### src/rtl/memory_game_pkg.sv
package memory_game_pkg;

	localparam int n_buttons = 5; // squares, buttons and leds
	localparam int max_len = 8;   // sequence slots

	// starting lengths per level
	localparam int len_easy = 4;
	localparam int len_med = 6;
	localparam int len_hard = 8;

	localparam int wins_per_step = 3; // wins before the sequence grows

	// led on-time in cycles, off-time is the same
	localparam int period_w = 5;
	localparam logic [period_w-1:0] period_slow = 24;
	localparam logic [period_w-1:0] period_mid = 16;
	localparam logic [period_w-1:0] period_fast = 12;

	// round control states
	localparam logic [2:0] st_idle = 3'd0;
	localparam logic [2:0] st_level = 3'd1;
	localparam logic [2:0] st_gen = 3'd2;
	localparam logic [2:0] st_show = 3'd3;
	localparam logic [2:0] st_enter = 3'd4;
	localparam logic [2:0] st_over = 3'd5;

	typedef logic [2:0] symbol_t;
	typedef logic [3:0] seq_len_t;

	// shifted in as one word, read back slot by slot
	typedef union packed {
		logic [3*max_len-1:0] flat;
		symbol_t [max_len-1:0] slot;
	} seq_word_u;

	typedef logic [7:0] bcd_score_t; // tens digit in the upper nibble

	function automatic logic [period_w-1:0] step_period(seq_len_t len);
		if (len <= 4'd5)
			return period_slow;
		else if (len <= 4'd7)
			return period_mid;
		else
			return period_fast;
	endfunction

endpackage

### src/rtl/show_if.sv
`timescale 1ns/100ps

// one round's sequence, from round control to the led presenter
interface show_if;

	logic start; // one-cycle pulse from round control
	memory_game_pkg::seq_word_u seq; // stable from start until done
	memory_game_pkg::seq_len_t length;
	logic done; // pulse after the last off-time

	modport ctrl (
		output start,
		output seq,
		output length,
		input done
	);

	modport presenter (
		input start,
		input seq,
		input length,
		output done
	);

endinterface

### src/rtl/button_capture.sv
`timescale 1ns/100ps

module button_capture (
	input logic clk,
	input logic rst_n,
	input logic [memory_game_pkg::n_buttons-1:0] buttons,
	output logic press_valid,
	output memory_game_pkg::symbol_t press_symbol
);

	logic held; // a press is in progress
	memory_game_pkg::symbol_t first_sym;

	// lowest numbered button wins
	always_comb
	begin
		first_sym = '0;
		for (int i = memory_game_pkg::n_buttons - 1; i >= 0; i--)
			if (buttons[i])
				first_sym = memory_game_pkg::symbol_t'(i);
	end

	always_ff @(posedge clk or negedge rst_n)
	begin
		if (!rst_n)
		begin
			held <= 1'b0;
			press_valid <= 1'b0;
		end
		else
		begin
			press_valid <= 1'b0;
			if (!held && |buttons)
				held <= 1'b1;
			else if (held && !(|buttons))
			begin
				held <= 1'b0;
				press_valid <= 1'b1; // counts on release
			end
		end
	end

	// symbol is taken at the start of the press and kept until release
	always_ff @(posedge clk)
	begin
		if (!held && |buttons)
			press_symbol <= first_sym;
	end

	a_symbol_range: assert property (@(posedge clk) disable iff (!rst_n)
		press_valid |-> press_symbol < memory_game_pkg::n_buttons);

endmodule

### src/rtl/sequence_source.sv
`timescale 1ns/100ps

module sequence_source (
	input logic clk,
	input logic rst_n,
	input logic gen_req,
	output logic gen_done,
	output memory_game_pkg::seq_word_u gen_seq
);

	logic [4:0] lfsr;
	logic [4:0] lfsr_next;
	memory_game_pkg::symbol_t sym;
	memory_game_pkg::seq_len_t cnt; // slots still to fill

	always_comb
	begin
		lfsr_next[4] = lfsr[4] ^ lfsr[1];
		lfsr_next[3] = lfsr[3] ^ lfsr[0];
		lfsr_next[2] = lfsr[2] ^ lfsr_next[4];
		lfsr_next[1] = lfsr[1] ^ lfsr_next[3];
		lfsr_next[0] = lfsr[0] ^ lfsr_next[2];
	end

	// fold 5..7 back onto real squares
	always_comb
	begin
		case (lfsr[2:0])
			3'd5: sym = 3'd0;
			3'd6: sym = 3'd3;
			3'd7: sym = 3'd4;
			default: sym = lfsr[2:0];
		endcase
	end

	always_ff @(posedge clk or negedge rst_n)
	begin
		if (!rst_n)
		begin
			lfsr <= 5'h1f;
			cnt <= '0;
			gen_done <= 1'b0;
		end
		else
		begin
			lfsr <= lfsr_next; // free running
			gen_done <= 1'b0;
			if (gen_req)
				cnt <= memory_game_pkg::seq_len_t'(memory_game_pkg::max_len);
			else if (cnt != '0)
			begin
				cnt <= cnt - 1'b1;
				gen_done <= (cnt == 4'd1);
			end
		end
	end

	// first symbol drifts down to slot 0 after all eight shifts
	always_ff @(posedge clk)
	begin
		if (!gen_req && cnt != '0)
			gen_seq.flat <= {sym, gen_seq.flat[3*memory_game_pkg::max_len-1:3]};
	end

	// a new request only once the last fill is finished
	a_req_when_idle: assert property (@(posedge clk) disable iff (!rst_n)
		gen_req |-> cnt == '0);

endmodule

### src/rtl/round_control.sv
`timescale 1ns/100ps

module round_control (
	input logic clk,
	input logic rst_n,
	input logic start,
	input logic level_easy,
	input logic level_med,
	input logic level_hard,
	input logic press_valid,
	input memory_game_pkg::symbol_t press_symbol,
	output logic gen_req,
	input logic gen_done,
	input memory_game_pkg::seq_word_u gen_seq,
	show_if.ctrl show,
	output logic win,
	output logic clear,
	output memory_game_pkg::seq_len_t entry_count,
	output logic game_over
);

	logic [2:0] state;
	memory_game_pkg::seq_len_t length;
	memory_game_pkg::seq_len_t start_len;
	logic [1:0] wins; // wins since the last growth step
	memory_game_pkg::seq_word_u seq_r;
	logic any_level;
	logic match;
	logic last;

	assign any_level = level_easy | level_med | level_hard;

	// easy beats medium beats hard
	always_comb
	begin
		if (level_easy)
			start_len = memory_game_pkg::seq_len_t'(memory_game_pkg::len_easy);
		else if (level_med)
			start_len = memory_game_pkg::seq_len_t'(memory_game_pkg::len_med);
		else
			start_len = memory_game_pkg::seq_len_t'(memory_game_pkg::len_hard);
	end

	assign match = (press_symbol == seq_r.slot[entry_count[2:0]]);
	assign last = (entry_count + 1'b1 == length);

	assign win = (state == memory_game_pkg::st_enter) && press_valid && match && last;
	assign clear = (state == memory_game_pkg::st_level) && start && any_level;
	assign game_over = (state == memory_game_pkg::st_over);

	assign show.seq = seq_r;
	assign show.length = length;

	always_ff @(posedge clk or negedge rst_n)
	begin
		if (!rst_n)
		begin
			state <= memory_game_pkg::st_idle;
			gen_req <= 1'b0;
			show.start <= 1'b0;
			length <= '0;
			wins <= '0;
			entry_count <= '0;
		end
		else
		begin
			gen_req <= 1'b0;
			show.start <= 1'b0;
			case (state)
				memory_game_pkg::st_idle:
					if (start)
						state <= memory_game_pkg::st_level;
				memory_game_pkg::st_level:
					if (!start)
						state <= memory_game_pkg::st_idle;
					else if (any_level)
					begin
						length <= start_len;
						wins <= '0;
						entry_count <= '0;
						gen_req <= 1'b1;
						state <= memory_game_pkg::st_gen;
					end
				memory_game_pkg::st_gen:
					if (gen_done)
					begin
						show.start <= 1'b1;
						state <= memory_game_pkg::st_show;
					end
				memory_game_pkg::st_show:
					if (show.done)
					begin
						entry_count <= '0;
						state <= memory_game_pkg::st_enter;
					end
				memory_game_pkg::st_enter:
					if (!start)
						state <= memory_game_pkg::st_idle;
					else if (press_valid && !match)
						state <= memory_game_pkg::st_over; // wrong symbol ends it now
					else if (press_valid)
					begin
						entry_count <= entry_count + 1'b1;
						if (last)
						begin
							gen_req <= 1'b1; // next round right away
							state <= memory_game_pkg::st_gen;
							if (length < memory_game_pkg::max_len)
							begin
								if (wins == 2'(memory_game_pkg::wins_per_step - 1))
								begin
									length <= length + 1'b1;
									wins <= '0;
								end
								else
									wins <= wins + 1'b1;
							end
						end
					end
				memory_game_pkg::st_over:
					if (!start)
						state <= memory_game_pkg::st_idle;
				default:
					state <= memory_game_pkg::st_idle;
			endcase
		end
	end

	// held for the whole show and entry
	always_ff @(posedge clk)
	begin
		if (state == memory_game_pkg::st_gen && gen_done)
			seq_r <= gen_seq;
	end

	// a finished sequence arriving in any other state would be lost
	a_done_in_gen: assert property (@(posedge clk) disable iff (!rst_n)
		gen_done |-> state == memory_game_pkg::st_gen);

endmodule

### src/rtl/score_keeper.sv
`timescale 1ns/100ps

module score_keeper (
	input logic clk,
	input logic rst_n,
	input logic clear,
	input logic win,
	output memory_game_pkg::bcd_score_t score,
	output memory_game_pkg::bcd_score_t high_score
);

	memory_game_pkg::bcd_score_t next_score;

	// bcd increment, ones carry into tens at 9
	always_comb
	begin
		next_score = score;
		if (score[3:0] == 4'd9)
		begin
			next_score[3:0] = 4'd0;
			next_score[7:4] = (score[7:4] == 4'd9) ? 4'd0 : score[7:4] + 4'd1;
		end
		else
			next_score[3:0] = score[3:0] + 4'd1;
	end

	always_ff @(posedge clk or negedge rst_n)
	begin
		if (!rst_n)
		begin
			score <= '0;
			high_score <= '0;
		end
		else if (clear)
			score <= '0; // high score survives a new game
		else if (win)
		begin
			score <= next_score;
			if (next_score > high_score) // plain compare works on bcd
				high_score <= next_score;
		end
	end

	a_high_covers_score: assert property (@(posedge clk) disable iff (!rst_n)
		high_score >= score);

endmodule

### src/rtl/led_presenter.sv
`timescale 1ns/100ps

module led_presenter (
	input logic clk,
	input logic rst_n,
	show_if.presenter show,
	output logic [memory_game_pkg::n_buttons-1:0] leds
);

	logic busy;
	logic lit; // on-time of the current step
	logic [2:0] idx; // slot being shown
	logic [memory_game_pkg::period_w-1:0] cnt;
	logic [memory_game_pkg::period_w-1:0] period;
	logic last_step;

	assign period = memory_game_pkg::step_period(show.length);
	assign last_step = ({1'b0, idx} == show.length - 1'b1);

	always_ff @(posedge clk or negedge rst_n)
	begin
		if (!rst_n)
		begin
			busy <= 1'b0;
			lit <= 1'b0;
			idx <= '0;
			cnt <= '0;
			show.done <= 1'b0;
		end
		else
		begin
			show.done <= 1'b0;
			if (show.start)
			begin
				busy <= 1'b1;
				lit <= 1'b1;
				idx <= '0;
				cnt <= period - 1'b1;
			end
			else if (busy)
			begin
				if (cnt != '0)
					cnt <= cnt - 1'b1;
				else if (lit)
				begin
					lit <= 1'b0; // go dark for the same time
					cnt <= period - 1'b1;
				end
				else if (last_step)
				begin
					busy <= 1'b0;
					show.done <= 1'b1;
				end
				else
				begin
					idx <= idx + 1'b1;
					lit <= 1'b1;
					cnt <= period - 1'b1;
				end
			end
		end
	end

	// symbol k lights led k
	always_comb
	begin
		for (int i = 0; i < memory_game_pkg::n_buttons; i++)
			leds[i] = lit && (show.seq.slot[idx] == memory_game_pkg::symbol_t'(i));
	end

	// a new round only after the last one is done
	a_start_when_idle: assert property (@(posedge clk) disable iff (!rst_n)
		show.start |-> !busy);

endmodule

### src/rtl/memory_game.sv
`timescale 1ns/100ps

module memory_game (
	input logic clk,
	input logic rst_n,
	input logic start,
	input logic level_easy,
	input logic level_med,
	input logic level_hard,
	input logic [memory_game_pkg::n_buttons-1:0] buttons,
	output logic [memory_game_pkg::n_buttons-1:0] leds,
	output memory_game_pkg::bcd_score_t score,
	output memory_game_pkg::bcd_score_t high_score,
	output memory_game_pkg::seq_len_t entry_count,
	output logic game_over
);

	logic press_valid;
	memory_game_pkg::symbol_t press_symbol;
	logic gen_req;
	logic gen_done;
	memory_game_pkg::seq_word_u gen_seq;
	logic win;
	logic clear;

	show_if u_show ();

	button_capture u_buttons (
		.clk(clk),
		.rst_n(rst_n),
		.buttons(buttons),
		.press_valid(press_valid),
		.press_symbol(press_symbol)
	);

	sequence_source u_source (
		.clk(clk),
		.rst_n(rst_n),
		.gen_req(gen_req),
		.gen_done(gen_done),
		.gen_seq(gen_seq)
	);

	round_control u_ctrl (
		.clk(clk),
		.rst_n(rst_n),
		.start(start),
		.level_easy(level_easy),
		.level_med(level_med),
		.level_hard(level_hard),
		.press_valid(press_valid),
		.press_symbol(press_symbol),
		.gen_req(gen_req),
		.gen_done(gen_done),
		.gen_seq(gen_seq),
		.show(u_show),
		.win(win),
		.clear(clear),
		.entry_count(entry_count),
		.game_over(game_over)
	);

	score_keeper u_score (
		.clk(clk),
		.rst_n(rst_n),
		.clear(clear),
		.win(win),
		.score(score),
		.high_score(high_score)
	);

	led_presenter u_leds (
		.clk(clk),
		.rst_n(rst_n),
		.show(u_show),
		.leds(leds)
	);

endmodule

### config.mk
export PLATFORM = sky130hd
export DESIGN_NAME = memory_game
export DESIGN_NICKNAME = d
export VERILOG_FILES = /design/src/rtl/memory_game_pkg.sv /design/src/rtl/show_if.sv /design/src/rtl/button_capture.sv /design/src/rtl/sequence_source.sv /design/src/rtl/round_control.sv /design/src/rtl/score_keeper.sv /design/src/rtl/led_presenter.sv /design/src/rtl/memory_game.sv
export SDC_FILE = /design/constraint.sdc
export NUM_CORES = 1
export LEC_CHECK = 0
export BUFFER_PORTS_ARGS = -buffer_cell sky130_fd_sc_hd__buf_2
export CAP_MARGIN = 25
export CORE_ASPECT_RATIO = 1.75
export CORE_MARGIN = 4
export CORE_UTILIZATION = 50
export DETAILED_ROUTE_END_ITERATION = 16
export PLACE_DENSITY = 0.75
export SLEW_MARGIN = 20
export SYNTH_ARGS = -nofsm -noshare
export SYNTH_HDL_FRONTEND = slang
export SYNTH_SLANG_ARGS = --single-unit
### constraint.sdc
create_clock -name clk -period 3.4 [get_ports clk]
set_input_delay 0.85 -clock clk [delete_from_list [all_inputs] [get_ports clk]]
set_output_delay 0.85 -clock clk [all_outputs]
set_load 0.005 [all_outputs]
==> flow_summary.ini <==
[status]
status = complete, no violations

[detailed_routing]
detail-route-antenna-nets = 0
firstDrtPassIters = 4
vias = 3560
avgRoutedWirePerCell_um = 17.0
drtIter0Drc = 178
wl_um = 10600
via_per_inst = 5.73
drc_errors = 0

[sta]
clock.fmax_mhz = 319
maxSlewViolCount = 0
finalCritPeriodShare = 0.921
hold_viol = 0
slew_headroom = 0.539
tns_ns = 0
skew_ns = 0.00816
finalSetupViolations = 0
rsz0062_at_grt = no
period_minus_slack_ns = 3.13
holdWs_ns = 0.430
worst_pin_slew_ns = 0.691

[logic_synthesis]
seq_area_frac_synth = 0.535
synth-edff-count = 51
syn_inst = 448
yosysUniqueCellTypes = 68
syn_area_um2 = 5400
ys.flop_type = edfxtp_1
ys_seq_elements = 105
synth_nets = 480
async_flop_share = 0.514
avgSynthCellArea_um2 = 12.1
ys.warnings.count = 0

[floorplan]
die_w_um = 86.6
die_area_um2 = 12600
ios = 37
row_count = 50
initial_core_util = 0.508
die_height_um = 145
core_area_um2 = 10600

[worst_setup_path]
critPathCaptureType = primary output
crit_required_ns = 2.55
arrival_ns = 2.28
cp-start-kind = flop
crit_path_max_fanout = 10
worstSetupPathType = flop to primary output

[worst_hold_path]
hold_path.class = flop to flop

[global_routing]
grt_pass1_vias = 3737
grt_max_degree = 30
grt_pass1_wl_um = 18100
overflow = 0
global_route.usage.total = 0.179
antenna_found_initial = 0

[placed_design]
place_congestion = 0.835
dp_hpwl_um = 7860
io_buffer_count = 36

[power_and_ir_drop]
leakagePower_nw = 2.51
cellPowerDensity_nw_per_um2 = 679
vdd_drop_max_v = 0.000343

[final_layout]
antenna_cells = 0
area_delta_synth_final_pct = 11.0
num-fill-cells = 891
multi_input_area_um2 = 2310
drive_above_1_share = 0.208
final_nets = 518
regArea_um2 = 2890

[cts]
clk_latency_ns = 0.34
cts_tree = done
clk_pin_slew_worst_paths_ns = 0.07
cts_root_buf = clkbuf_16
cts_setup_buffers = 0
cts.path.max_buffers = 2
htreeDepth = 3
cts_buffers = 9
cts_sinks = 105

[job]
max_cap_violations = 0
critical path, stage by stage, from the launching register on:
cell and delay (ns):
dfrtp_2 0.56, mux4_2 0.55, mux2_2 0.31, nand2b_1 0.17, nor3b_1 0.21, buf_2 0.15
repair_timing:
item / 4_1_cts / 5_1_grt
hold endpoints to repair: 0 / 0
hold buffers: 0 / 0
setup endpoints to repair: 0 / 2
gates resized for setup: 0 / 1
cells in the mapped netlist (5+ instances only):
cell type / instances / area share
nand2b_1: 7 / 0.0081
dfstp_2: 5 / 0.024
xnor2_1: 10 / 0.016
nor2b_1: 12 / 0.014
nor3_1: 11 / 0.010
ha_1: 21 / 0.049
a21oi_1: 12 / 0.011
mux2_4: 8 / 0.022
nand3_1: 8 / 0.0074
inv_1: 28 / 0.019
clkbuf_1: 8 / 0.0056
nand2_1: 33 / 0.023
mux4_2: 8 / 0.033
mux2i_1: 18 / 0.033
nor2_1: 34 / 0.024
mux2_2: 5 / 0.010
edfxtp_1: 51 / 0.28
xor2_1: 10 / 0.016
dfrtp_1: 49 / 0.23
buf_2: 6 / 0.0056
o21ai_0: 15 / 0.014
and2_1: 5 / 0.0058
a211oi_1: 5 / 0.0070
metrics by stage:
stage	std cells	util	setup WS, ns	area (µm²)	power, mW
after detailed placement	604	0.536	0.359	5700	3.13
after global routing	621	0.564	0.0832	6000	4.32
after CTS	620	0.562	0.0425	5980	4.10
after floorplan	448	-	0.510	5400	2.84
after global placement	604	0.536	0.433	5700	3.06
final	621	0.564	0.267	6000	4.07
area by class of cell:
| cell class | instances | share of cell area |
|---|---|---|
| sequential | 105 | 0.482 |
| multi-input combinational | 297 | 0.385 |
| timing repair buffer | 45 | 0.0426 |
| clock buffer | 9 | 0.0376 |
| tap | 130 | 0.0271 |
| inverter | 28 | 0.0175 |
| clock inverter | 7 | 0.00876 |
power breakdown:
group / internal (mW) / leakage, nW / total [mW] / switching [mW]
combinational: 0.466 / 1.17 / 1.02 / 0.550
sequential: 1.76 / 1.20 / 2.09 / 0.330
clock: 0.503 / 0.138 / 0.967 / 0.464
cell usage in the layout, fill, tap and decap left out, types with 7 or more instances in the layout:
| master | count |
|---|---|
| edfxtp_1 | 51 |
| nor3_1 | 11 |
| nand2_1 | 33 |
| inv_1 | 28 |
| o21ai_0 | 15 |
| mux4_2 | 8 |
| ha_1 | 21 |
| nor2b_1 | 12 |
| xor2_1 | 10 |
| buf_2 | 36 |
| a21oi_1 | 11 |
| nand3_1 | 8 |
| nand2b_1 | 7 |
| clkbuf_16 | 9 |
| xnor2_1 | 10 |
| dfrtp_1 | 48 |
| mux2i_1 | 18 |
| buf_4 | 8 |
| mux2_4 | 8 |
| nor2_1 | 34 |
flip-flops by register name, indices dropped and copies added (netlist names), 2 cells and up:
name and cells:
u_ctrl.show.seq 24, u_source.gen_seq 24, u_score.high_score 8, u_score.score 8
u_leds.cnt 5, u_source.lfsr 5, u_ctrl.entry_count 4, u_ctrl.show.length 4
u_source.cnt 4, u_buttons.press_symbol 3, u_ctrl.state 3, u_leds.idx 3
u_ctrl.wins 2
path summary, 6_finish.rpt:
check	slack (ns)	from	endpoint	cells after the start
min in group asynchronous	0.54	rst_n	u_leds.cnt[0]	1
max	0.27	u_leds.idx[0]	leds[4]	5
min reg2reg	0.43	u_source.gen_seq[0]	u_ctrl.show.seq[0]	0
max reg2reg	0.34	u_score.score[0]	u_score.high_score[2]	9
max in group asynchronous	2.14	rst_n	u_source.lfsr[4]	2
min	0.43	u_source.gen_seq[0]	u_ctrl.show.seq[0]	0
cells by family (layout without fill, tap and decap cells):
kind of cell,Yosys count,count (layout),synth area share
AND/OR/NAND/NOR,132,132,0.126
XOR/XNOR,21,21,0.0354
adder cells (fa/ha/maj),21,21,0.0486
buffers and inverters,46,89,0.0389
multiplexers,41,41,0.104
flip-flops,105,105,0.535
AO/OA/AOI/OAI,82,82,0.113
metal layers:
layer,part of all wire,vias to the layer above,global-route usage
met4,0.024,0,0.0741
met1,0.38,1755,0.206
met2,0.56,78,0.321
met3,0.033,22,0.0317
met5,0,-,0
li1,-,1705,-
Note: power is estimated with default switching activity, not from simulation.
